<file path="src/include/cpu_config.svh">
`ifndef CPU_CONFIG_SVH
`define CPU_CONFIG_SVH

// Datapath width
`define CPU_XLEN 32

// Register file geometry
`define CPU_REG_AW 5
`define CPU_NUM_REGS 32

// Instruction memory, word addressed
`define CPU_IMEM_AW 8
`define CPU_IMEM_DEPTH 256

// Data memory, word addressed
`define CPU_DMEM_AW 9
`define CPU_DMEM_DEPTH 512

`endif

</file>
<file path="src/hw/core_pkg.sv">
`include "cpu_config.svh"

package core_pkg;

	// Data and byte addresses
	typedef logic [`CPU_XLEN-1:0] word_t;

	typedef logic [31:0] instr_t;

	typedef logic [`CPU_REG_AW-1:0] reg_idx_t;

	// Word addresses into the two memories
	typedef logic [`CPU_IMEM_AW-1:0] imem_addr_t;
	typedef logic [`CPU_DMEM_AW-1:0] dmem_addr_t;

endpackage

</file>
<file path="src/hw/hazard_unit.sv">
`timescale 1ns/100ps

module hazard_unit (
	input core_pkg::reg_idx_t rs,
	input core_pkg::reg_idx_t rt,
	input logic re_rs,
	input logic re_rt,
	input core_pkg::reg_idx_t dest_ex,
	input core_pkg::reg_idx_t dest_mem,
	input core_pkg::reg_idx_t dest_wb,
	input logic we_ex,
	input logic we_mem,
	input logic we_wb,
	input logic branch_taken,
	output logic stall,
	output logic flush
);

	logic rs_hit;
	logic rt_hit;

	// No bypass, so any pending write to a source blocks decode
	assign rs_hit = re_rs && ((we_ex && rs == dest_ex) ||
		(we_mem && rs == dest_mem) ||
		(we_wb && rs == dest_wb));

	assign rt_hit = re_rt && ((we_ex && rt == dest_ex) ||
		(we_mem && rt == dest_mem) ||
		(we_wb && rt == dest_wb));

	// A taken branch squashes the stalled instruction anyway
	assign stall = (rs_hit || rt_hit) && !branch_taken;
	assign flush = branch_taken;

endmodule

</file>
<file path="config.mk">
export PLATFORM = sky130hd
export DESIGN_NAME = hazard_unit
export DESIGN_NICKNAME = d
export VERILOG_FILES = /design/src/hw/core_pkg.sv /design/src/hw/hazard_unit.sv
export VERILOG_INCLUDE_DIRS = /design/src /design/src/include
export SDC_FILE = /design/constraint.sdc
export NUM_CORES = 1
export LEC_CHECK = 0
export BUFFER_PORTS_ARGS = -buffer_cell sky130_fd_sc_hd__buf_2
export CAP_MARGIN = 20
export CORE_AREA = 2 2 39 41
export DETAILED_ROUTE_END_ITERATION = 10
export DIE_AREA = 0 0 41 43
export GPL_TIMING_DRIVEN = 0
export PLACE_DENSITY = 0.7
export RECOVER_POWER = 25
export SLEW_MARGIN = 20
export SYNTH_ARGS = -nofsm -noshare
export SYNTH_HDL_FRONTEND = slang
export SYNTH_SLANG_ARGS = --single-unit
</file>
<file path="constraint.sdc">
create_clock -name vclk -period 1.5
set_input_delay 0.225 -clock vclk [all_inputs]
set_output_delay 0.225 -clock vclk [all_outputs]
set_load 0.01 [all_outputs]
</file>
# Yosys cells after proc, flatten, opt, wreduce, memory -nomap -nowiden
# Index checks and enable logic that the tools add are counted.
# Widths: inputs -> output; s select.
# totals
reg_bits,0
input_bits,31
output_inout_bits,2
# op_classes
eq_ne,6
n_reduce_logical,15
# ops
op,n
$eq 5x5->1,6
$logic_and 1x1->1,9
$logic_or 1x1->1,5
$logic_not 1->1,1

# Logic depth before layout (Yosys ltp)
# Gate-level depths: netlist of run 1.
# depth
word_depth,7
ltp_mapped,5

# Least setup slack after synthesis of run 1
# Ideal clock, no wire load.
# synth_path
kind,input to output
startpoint,in rs[0]
endpoint,out stall
t_arrival_ps,1025
t_required_ps,1275
setup_slack_ps,250
stages,5
path_cell_list,xor2_1 > nor4_1 > nand4_1 > and4_1 > nand3_1
# synth_via
elab_chain_cells,7
# synth_lines
item,line,text
"start, declared",hazard_unit.sv:4,"input core_pkg::reg_idx_t rs,"
"$eq 5x5->1, on equally long branches","hazard_unit.sv:23, hazard_unit.sv:24",
"$logic_and 1x1->1, on equally long branches","hazard_unit.sv:23, hazard_unit.sv:24",
$logic_or 1x1->1,hazard_unit.sv:23,assign rs_hit = re_rs && ((we_ex && rs == dest_ex) ||
$logic_or 1x1->1 *,hazard_unit.sv:24,(we_mem && rs == dest_mem) ||
$logic_and 1x1->1 *,hazard_unit.sv:23,
$logic_or 1x1->1 *,hazard_unit.sv:32,assign stall = (rs_hit || rt_hit) && !branch_taken;
$logic_and 1x1->1 *,hazard_unit.sv:32,
"end, declared",hazard_unit.sv:15,"output logic stall,"
# Every way passes the cells marked *; elsewhere a longest branch is shown, timed or not.

# Worst setup path after layout of run 1
# layout_path
startpoint,in dest_mem[1]
endpoint,out stall
# layout_via
elab_chain_cells,7
# layout_lines
item,line,text
"start, declared",hazard_unit.sv:9,"input core_pkg::reg_idx_t dest_mem,"
"$eq 5x5->1, on equally long branches","hazard_unit.sv:24, hazard_unit.sv:28",
"$logic_and 1x1->1, on equally long branches","hazard_unit.sv:24, hazard_unit.sv:28",
"$logic_or 1x1->1, on equally long branches","hazard_unit.sv:23, hazard_unit.sv:27",
"$logic_or 1x1->1, on equally long branches","hazard_unit.sv:24, hazard_unit.sv:28",
"$logic_and 1x1->1, on equally long branches","hazard_unit.sv:23, hazard_unit.sv:27",
$logic_or 1x1->1 *,hazard_unit.sv:32,
$logic_and 1x1->1 *,hazard_unit.sv:32,
# Marks and branches as above.

==> summary.md, run 1 <==
Status
- run status: complete, but fails checks
- failing checks: negative setup slack

Final layout
- proportion of layout cells with a drive suffix above 1: 46.9%
- final design instance area without fill: 644 sq um
- number of nets in the layout: 114
- fill cell count: 152
- count of non-filler cells in the finished layout: 97
- number of diodes added for antenna fixing: 0
- footprint of the flip-flops and latches: 0 sq um
- area delta synth->final: 73.4%
- core utilization of the finished layout: 46.6%
- sequential cells: 0
- number of clock-tree buffers in the layout: 0

Min path
- launch instance of the worst min-delay path: branch_taken
- endpoint with the worst hold slack: flush
- hold path cells: 3
- type of the worst min-delay path: input pin to output pin

Setup path
- endpoint arrival time on the critical path: 1.30 ns
- critical path startpoint category: input pin
- CP Cell Sequence: buf_8 > xor2_2 > nor4_2 > nand4_1 > and4_1 > nand3_1 > buf_2
- Critical Path Fanout Max: 2
- CP Data Required Time: 1.27 ns
- Max stage delay on crit path: 0.31 ns
- cell with the largest stage delay on the worst path: sky130_fd_sc_hd__nor4_2
- sum of buffers and inverters on the critical path: 2
- Crit. End Element: output pin
- crit-path leading delay family: simple AND/OR/NAND/NOR gates
- Setup CP Type: input pin to output pin

STA
- RSZ-0062 raised after global routing: yes
- number of hold violations in the final report: 0
- Max-slew headroom: 80.8%
- crit path time final: 1.53 ns
- Final WS setup: -0.0258 ns
- Final Cycle Share: 102%
- upper clock frequency limit: 655 MHz
- Final Max Tran Viols: 0
- Finish-stage setup viols: 1
- Tightest Pin Transition: 0.286 ns

Global route
- met2 Usage GRT: 25.3%
- global-route wire length before repair: 1750 um
- highest-utilization routing layer at the global route stage: met2
- Overflow after GRT: 0
- met1 Track Usage GR: 15.9%
- met3 track utilization from global routing: 0.524%
- via count of the first global-routing pass: 475
- initial antenna violation count: 0
- pin count of the biggest net entering global routing: 4
- overall global routing resource usage: 13.4%

Power
- Power Internal: 92.6 uW
- power per unit of standard cell area: 268 mW/mm^2
- logic gate share of total power: 100.0%
- Leakage: 0.000292 uW
- Clock Power Share: 0%
- VDD IR-drop max: 0.000115 V
- switching share of power: 46.4%
- power dissipated by switching net loads: 80.4 uW
- share of power burned in registers: 0%

Route
- drt wl/cell: 11.6 um
- total wirelength of the detailed-routed design: 1130 um
- count of vias placed by the detailed router: 459
- Starting DRT DRC Count: 6
- post-detailed-route count of antenna-violating nets: 0
- Remaining DRCs: 0
- DRT Pass-1 Iters: 4
- detail-routed via count per cell: 4.73

Synthesis
- average instance area after synthesis: 7.91 sq um
- portion of synthesized cell area occupied by the leading cell type: 56.6%
- number of distinct library cell variants in the gate-level netlist after synthesis: 8
- netlist area before placement: 372 sq um
- dominant cell type by area after synthesis: sky130_fd_sc_hd__xor2_1
- post-synthesis net count: 78
- Seq/Total Area, Yosys: 0%
- top cells by area in the synthesized netlist: sky130_fd_sc_hd__xor2_1 (57%), sky130_fd_sc_hd__xnor2_1 (14%), sky130_fd_sc_hd__nand4_1 (10%)
- Synth Instances: 47
- synthesis warning total: 0

Clock tree
- number of hold-repair buffers added at the cts stage: 0

Placement
- # placed instances: 96
- port bufs: 33
- dpl cell area: 557 sq um
- final HPWL from detailed placement: 968 um
- Final Wtd Congestion: 0.779

Floorplanning
- starting density of the core: 26.9%
- die outline area: 0.00176 sq mm
- core box area: 0.00138 sq mm
- horizontal extent of the die: 41 um
- Cell Rows: 14
- I/O pins: 33
- chip height: 43 um

Job
- Max-cap violations: 0

[final cells by class]
type	count	area, sq um	area share (%)
Tap cell	16	20.0	3.11
Multi-Input combinational cell	46	392	60.8
Timing Repair Buffer	34	225	35.0
Buffer	1	7.51	1.17
[synth_stat cells]
library cell and count:
sky130_fd_sc_hd__xor2_1 24, sky130_fd_sc_hd__nor4_1 6, sky130_fd_sc_hd__buf_4 1, sky130_fd_sc_hd__nand4_1 6, sky130_fd_sc_hd__nor2b_1 2, sky130_fd_sc_hd__nand3_1 1, sky130_fd_sc_hd__xnor2_1 6, sky130_fd_sc_hd__and4_1 1
[stage by stage]
stage	TNS [ns]	setup WS [ns]	power (uW)	hold WS, ns
finish	-0.0258	-0.0258	173	0.774
global route	-0.0765	-0.0765	188	0.797
CTS	0	0.0000765	164	0.753
detailed placement	-0.0914	-0.0914	147	0.752
global placement	-0.0636	-0.0636	145	0.750
floorplan	0	0.250	67.1	0.542
[power groups by stage]
stage | clock network, uW | logic [uW] | registers, uW
3_5_place_dp | 0 | 147 | 0
6_report | 0 | 173 | 0
2_1_floorplan | 0 | 67.1 | 0
4_1_cts | 0 | 164 | 0
3_3_place_gp | 0 | 145 | 0
5_1_grt | 0 | 188 | 0
[cell usage in the layout (no fill, tap or decap), drive strengths merged]
| master | n |
|---|---|
| nand4 | 6 |
| nor2b | 2 |
| xor2 | 24 |
| clkbuf | 1 |
| xnor2 | 6 |
| and4 | 1 |
| nor4 | 6 |
| buf | 34 |
| nand3 | 1 |
[repair_timing]
action                                  in CTS  in global routing
buffers inserted                             1                  0
endpoints found under the setup margin       1                  1
gates resized for setup                     12                  8
pin swaps                                   16                  6
cloned                                       0                  0
[tightest hold or removal path: stages]
cell                       delay (ns)
sky130_fd_sc_hd__buf_2           0.09
sky130_fd_sc_hd__buf_4           0.09
sky130_fd_sc_hd__clkbuf_1        0.14
[cell families (layout without fill, tap and decap cells)]
family	count (synthesis)	after routing	share of synthesized area, %
simple gates	16	16	27.3
xor+xnor	30	30	70.7
buf+inv	1	35	2.02
[metal layers]
layer / share of wire (%) / routed length, um
met1: 36 / 410
met2: 56 / 638
met3: 7.2 / 81
met4: 0 / 0
met5: 0 / 0
[worst max path at each step]
stage / from / end / slack, ns / cells after the start
finish: dest_mem[1] / stall / -0.03 / 7
detailed placement: rs[4] / stall / -0.09 / 7
CTS: rt[1] / stall / 0.00008 / 7
global route: dest_ex[2] / stall / -0.08 / 7
global placement: rs[0] / stall / -0.06 / 7
floorplan: rs[0] / stall / 0.25 / 5
Power figures use the tool's default switching activity.
==> run 2: changes to the inputs <==
- GPL_TIMING_DRIVEN: 0 -> 1
- RECOVER_POWER: 25 -> 50
- SLEW_MARGIN: 20 -> 15
==> run 2 against run 1 <==
The run still ends with negative setup slack left. Power decreased by 0.60%. Hold slack got worse by 0.093 ns. Final cell count increased by 3.1%. Largest power group unchanged. Utilization decreased by 1.4 points. Fmax decreased by 4.0%. Sequential share of layout area unchanged. Largest cell class unchanged. Via count increased by 5.0%. Global-route usage increased by 0.99 points. Worst setup slack got worse by 0.064 ns. Non-clock buffer count increased by 3.
==> summary.md, run 2 (synthesized netlist as in run 1, its figures left out) <==
Status
- run status: complete, but fails checks
- failing checks: negative setup slack

Route
- detail-routed via count per cell: 4.82
- post-detailed-route count of antenna-violating nets: 0
- Remaining DRCs: 0
- count of vias placed by the detailed router: 482
- DRT Pass-1 Iters: 4
- Starting DRT DRC Count: 12
- total wirelength of the detailed-routed design: 1190 um
- drt wl/cell: 11.9 um

Placement
- dpl cell area: 587 sq um
- Final Wtd Congestion: 0.775
- port bufs: 33
- final HPWL from detailed placement: 1000 um

Power
- VDD IR-drop max: 0.000123 V
- Leakage: 0.000292 uW
- power per unit of standard cell area: 275 mW/mm^2

Setup path
- CP Data Required Time: 1.27 ns
- critical path startpoint category: input pin
- Critical Path Fanout Max: 2
- endpoint arrival time on the critical path: 1.36 ns
- Crit. End Element: output pin
- Setup CP Type: input pin to output pin

STA
- Finish-stage setup viols: 1
- RSZ-0062 raised after global routing: yes
- Tightest Pin Transition: 0.317 ns
- Final WS setup: -0.0898 ns
- Final Cycle Share: 106%
- crit path time final: 1.59 ns
- Max-slew headroom: 78.7%
- Worst Hold Margin: 0.681 ns
- number of hold violations in the final report: 0
- Final Max Tran Viols: 0
- Setup TNS Final: -0.0898 ns
- upper clock frequency limit: 629 MHz

Final layout
- footprint of the flip-flops and latches: 0 sq um
- sequential cells: 0
- final design instance area without fill: 624 sq um
- number of diodes added for antenna fixing: 0
- Multi-input gate area: 390 sq um
- number of clock-tree buffers in the layout: 0
- most used cells in the layout excluding fill and tap cells: sky130_fd_sc_hd__buf_2 (30), sky130_fd_sc_hd__xor2_1 (23), sky130_fd_sc_hd__xnor2_1 (6), sky130_fd_sc_hd__nand4_1 (6), sky130_fd_sc_hd__buf_4 (5)
- area delta synth->final: 68.0%
- fill cell count: 151
- proportion of layout cells with a drive suffix above 1: 48.8%
- number of nets in the layout: 117
- commonest non-fill, non-tap cell in the layout: sky130_fd_sc_hd__buf_2

Floorplanning
- horizontal extent of the die: 41 um
- core box area: 0.00138 sq mm
- chip height: 43 um
- I/O pins: 33
- die outline area: 0.00176 sq mm
- Cell Rows: 14
- starting density of the core: 26.9%

Global route
- global-route wire length before repair: 1890 um
- initial antenna violation count: 0
- Overflow after GRT: 0
- via count of the first global-routing pass: 492
- pin count of the biggest net entering global routing: 4
- overall global routing resource usage: 14.4%

Min path
- type of the worst min-delay path: input pin to output pin

Job
- Max-cap violations: 0

Clock tree
- setup bufs post-CTS: 0
- number of hold-repair buffers added at the cts stage: 0

run 2: cell types whose count changed in the layout (fill, tap and decap cells not counted), moves of 2 or more:
cell | before | now
sky130_fd_sc_hd__buf_8 | 2 | 0
sky130_fd_sc_hd__buf_2 | 24 | 30
sky130_fd_sc_hd__buf_6 | 5 | 2
sky130_fd_sc_hd__buf_4 | 3 | 5
run 2: path summary, 6_finish.rpt:
kind                          from     to  depth (start not counted)
worst min-delay path  branch_taken  flush                          2
worst max-delay path    dest_ex[1]  stall                          7
run 2: layer usage:
| layer | part of all wire, % | GRT usage (%) | vias up |
|---|---|---|---|
| li1 | - | - | 242 |
| met4 | 0 | 0.667 | 0 |
| met5 | 0 | 0 | - |
| met3 | 7.5 | 1.05 | 0 |
| met2 | 56 | 26.9 | 23 |
| met1 | 36 | 17.4 | 217 |
run 2: critical path: stages:
cell and delay, ns:
sky130_fd_sc_hd__buf_2 0.12, sky130_fd_sc_hd__xor2_1 0.16, sky130_fd_sc_hd__nor4_1 0.35, sky130_fd_sc_hd__nand4_1 0.11, sky130_fd_sc_hd__and4_1 0.21, sky130_fd_sc_hd__nand3_1 0.07
sky130_fd_sc_hd__buf_2 0.12
run 2: cell type report:
cell class                 count  area share, %
multi-input combinational     46           62.5
timing repair buffer          38           34.3
tap                           16           3.21
run 2: what timing repair did:
action	4_1_cts	5_1_grt
gates resized for setup	3	4
endpoints found under the setup margin	1	1
pin swaps	4	3
run 2: per-stage QoR:
step	setup slack (ns)	total power [uW]	util, %	cells
after global routing	-0.116	188	45.1	100
final	-0.0898	172	45.1	100
after floorplan	0.250	67.1	-	47
after global placement	-0.0621	154	42.4	100
after CTS	-0.0293	161	43.3	100
after detailed placement	-0.0751	156	42.4	100
run 2: report_power, final:
group          total, uW  internal, uW  switching [uW]
registers              0             0               0
logic                172          86.4            85.6
clock network          0             0               0
==> run 3: changes to the inputs <==
- ABC_AREA: unset -> 1
- PLACE_DENSITY: 0.7 -> 0.83
==> run 3 against run 2 <==
The flow now finishes without violations. Utilization rose by 6.6 points. Clock-buffer cell count did not move. Via count rose by 77%. Die area did not move. Global-route usage rose by 4.8 points. Synthesized cell count rose to 2.9 times the previous value. Power rose by 5.6%. Final cell count rose by 82%. Synthesized area rose by 45%. Design area rose by 15%. Non-clock buffer count fell by 5. Combinational power rose by 6%.
==> summary.md, run 3 <==
Final layout
- most used cells in the layout excluding fill and tap cells: sky130_fd_sc_hd__nand2_1 (69), sky130_fd_sc_hd__buf_2 (32), sky130_fd_sc_hd__nor2_1 (21)
- number of diodes added for antenna fixing: 0
- commonest non-fill, non-tap cell in the layout: sky130_fd_sc_hd__nand2_1
- area delta synth->final: 32.7%
- proportion of layout cells with a drive suffix above 1: 26.5%
- number of clock-tree buffers in the layout: 0
- footprint of the flip-flops and latches: 0 sq um
- number of nets in the layout: 199
- sequential cells: 0

Floorplanning
- starting density of the core: 39.0%
- I/O pins: 33
- chip height: 43 um
- horizontal extent of the die: 41 um
- die outline area: 0.00176 sq mm
- core box area: 0.00138 sq mm
- Cell Rows: 14

Synthesis
- top cell types by occurrence after synthesis: sky130_fd_sc_hd__nand2_1 (69), sky130_fd_sc_hd__nor2_1 (21), sky130_fd_sc_hd__inv_1 (14)
- post-synthesis net count: 165
- synthesis warning total: 0
- library cell with the highest instance count after synthesis: sky130_fd_sc_hd__nand2_1
- number of distinct library cell variants in the gate-level netlist after synthesis: 12
- Seq/Total Area, Yosys: 0%
- Synth Instances: 134
- portion of synthesized cell area occupied by the leading cell type: 48.0%
- top cells by area in the synthesized netlist: sky130_fd_sc_hd__nand2_1 (48%), sky130_fd_sc_hd__nor2_1 (15%), sky130_fd_sc_hd__inv_1 (9.7%)
- average instance area after synthesis: 4.02 sq um
- dominant cell type by area after synthesis: sky130_fd_sc_hd__nand2_1
- netlist area before placement: 539 sq um

Power
- switching share of power: 58.8%
- Power Internal: 74.8 uW
- power per unit of standard cell area: 254 mW/mm^2
- Clock Power Share: 0%
- VDD IR-drop max: 0.000107 V
- power dissipated by switching net loads: 107 uW
- Leakage: 0.000508 uW
- logic gate share of total power: 100.0%
- share of power burned in registers: 0%

Global route
- initial antenna violation count: 0
- overall global routing resource usage: 19.2%
- global-route wire length before repair: 2470 um
- via count of the first global-routing pass: 652
- Overflow after GRT: 0
- pin count of the biggest net entering global routing: 6

Setup path
- CP Data Required Time: 1.27 ns
- most frequent cell on the critical path: sky130_fd_sc_hd__nand2_1
- Setup CP Type: input pin to output pin
- endpoint arrival time on the critical path: 1.09 ns
- cell with the largest stage delay on the worst path: sky130_fd_sc_hd__buf_2
- Max stage delay on crit path: 0.13 ns
- Critical Path Fanout Max: 4
- critical path startpoint category: input pin
- CP Cell Sequence: buf_2 > inv_2 > nand2_1 > nand2_1 > nor2_1 > nand3_1 > nand3_1 > nand2_1 > a21oi_2 > buf_2
- Crit. End Element: output pin

Route
- total wirelength of the detailed-routed design: 1570 um
- count of vias placed by the detailed router: 851
- DRT Pass-1 Iters: 5
- Remaining DRCs: 0
- detail-routed via count per cell: 4.68
- drt wl/cell: 8.60 um
- post-detailed-route count of antenna-violating nets: 0
- Starting DRT DRC Count: 27

STA
- Worst Hold Margin: 0.672 ns
- Tightest Pin Transition: 0.138 ns
- RSZ-0062 raised after global routing: no
- upper clock frequency limit: 759 MHz
- Final Max Tran Viols: 0
- Finish-stage setup viols: 0
- crit path time final: 1.32 ns
- Final Cycle Share: 87.8%
- Setup TNS Final: 0 ns
- number of hold violations in the final report: 0
- Max-slew headroom: 90.7%

Job
- Max-cap violations: 0

Placement
- Final Wtd Congestion: 0.895
- port bufs: 33
- final HPWL from detailed placement: 1410 um

Clock tree
- number of hold-repair buffers added at the cts stage: 0
- setup bufs post-CTS: 0
- # resized after CTS: 0

Status
- run status: complete, no violations

Min path
- type of the worst min-delay path: input pin to output pin

-- run 3: cell types whose count changed after synthesis, sizes merged, moves of 7 or more --
cell   before  now
xor2       24    1
nor2        0   22
inv         0   24
nand2       0   69
nand3       1    8
-- run 3: layout make-up --
| type | count | area (sq um) |
|---|---|---|
| Tap cell | 16 | 20.0 |
| Inverter | 24 | 90.1 |
| Timing Repair Buffer | 33 | 164 |
| Fill cell | 151 | 668 |
| Multi-Input combinational cell | 109 | 442 |
-- run 3: worst max-delay path, delay by kind of cell --
| kind | cells | cell delay, ns |
|---|---|---|
| and+or+nand+nor | 6 | 0.45 |
| AOI/OAI and AO/OA | 1 | 0.12 |
| buffers and inverters | 3 | 0.30 |
-- run 3: final timing paths --
kind                      from    end  slack (ns)  depth (start not counted)
setup / recovery         rs[4]  stall        0.18                         10
hold / removal    branch_taken  flush        0.67                          2
-- run 3: metrics by stage --
step | power, uW | std cells | util [%] | area [sq um] | setup slack, ns
2_1_floorplan | 99.4 | 134 | - | 539 | 0.478
4_1_cts | 181 | 182 | 51.8 | 717 | 0.177
3_5_place_dp | 180 | 182 | 51.8 | 717 | 0.181
3_3_place_gp | 177 | 182 | 51.8 | 717 | 0.192
6_report | 182 | 182 | 51.7 | 716 | 0.182
5_1_grt | 207 | 182 | 51.7 | 716 | 0.0505
-- run 3: per-layer routing --
| layer | vias up | track usage [%] | routed length (um) |
|---|---|---|---|
| met2 | 24 | 33.1 | 771 |
| met3 | 0 | 0 | 69 |
| met4 | 0 | 0 | 0 |
| met5 | - | 0 | 0 |
| li1 | 460 | - | - |
| met1 | 367 | 27.2 | 724 |
-- run 3: power by group through the flow --
| stage | clock (uW) | combinational, uW | sequential (uW) |
|---|---|---|---|
| floorplan | 0 | 99.4 | 0 |
| global placement | 0 | 177 | 0 |
| detailed placement | 0 | 180 | 0 |
| CTS | 0 | 181 | 0 |
| global route | 0 | 207 | 0 |
| finish | 0 | 182 | 0 |
-- run 3: kinds of logic (layout without fill, tap and decap cells) --
logic type	Yosys count	count (layout)	share of synthesized area, %
simple gates	99	99	71.2
buf+inv	25	57	18.1
compound gates	9	9	9.05
xor+xnor	1	1	1.62
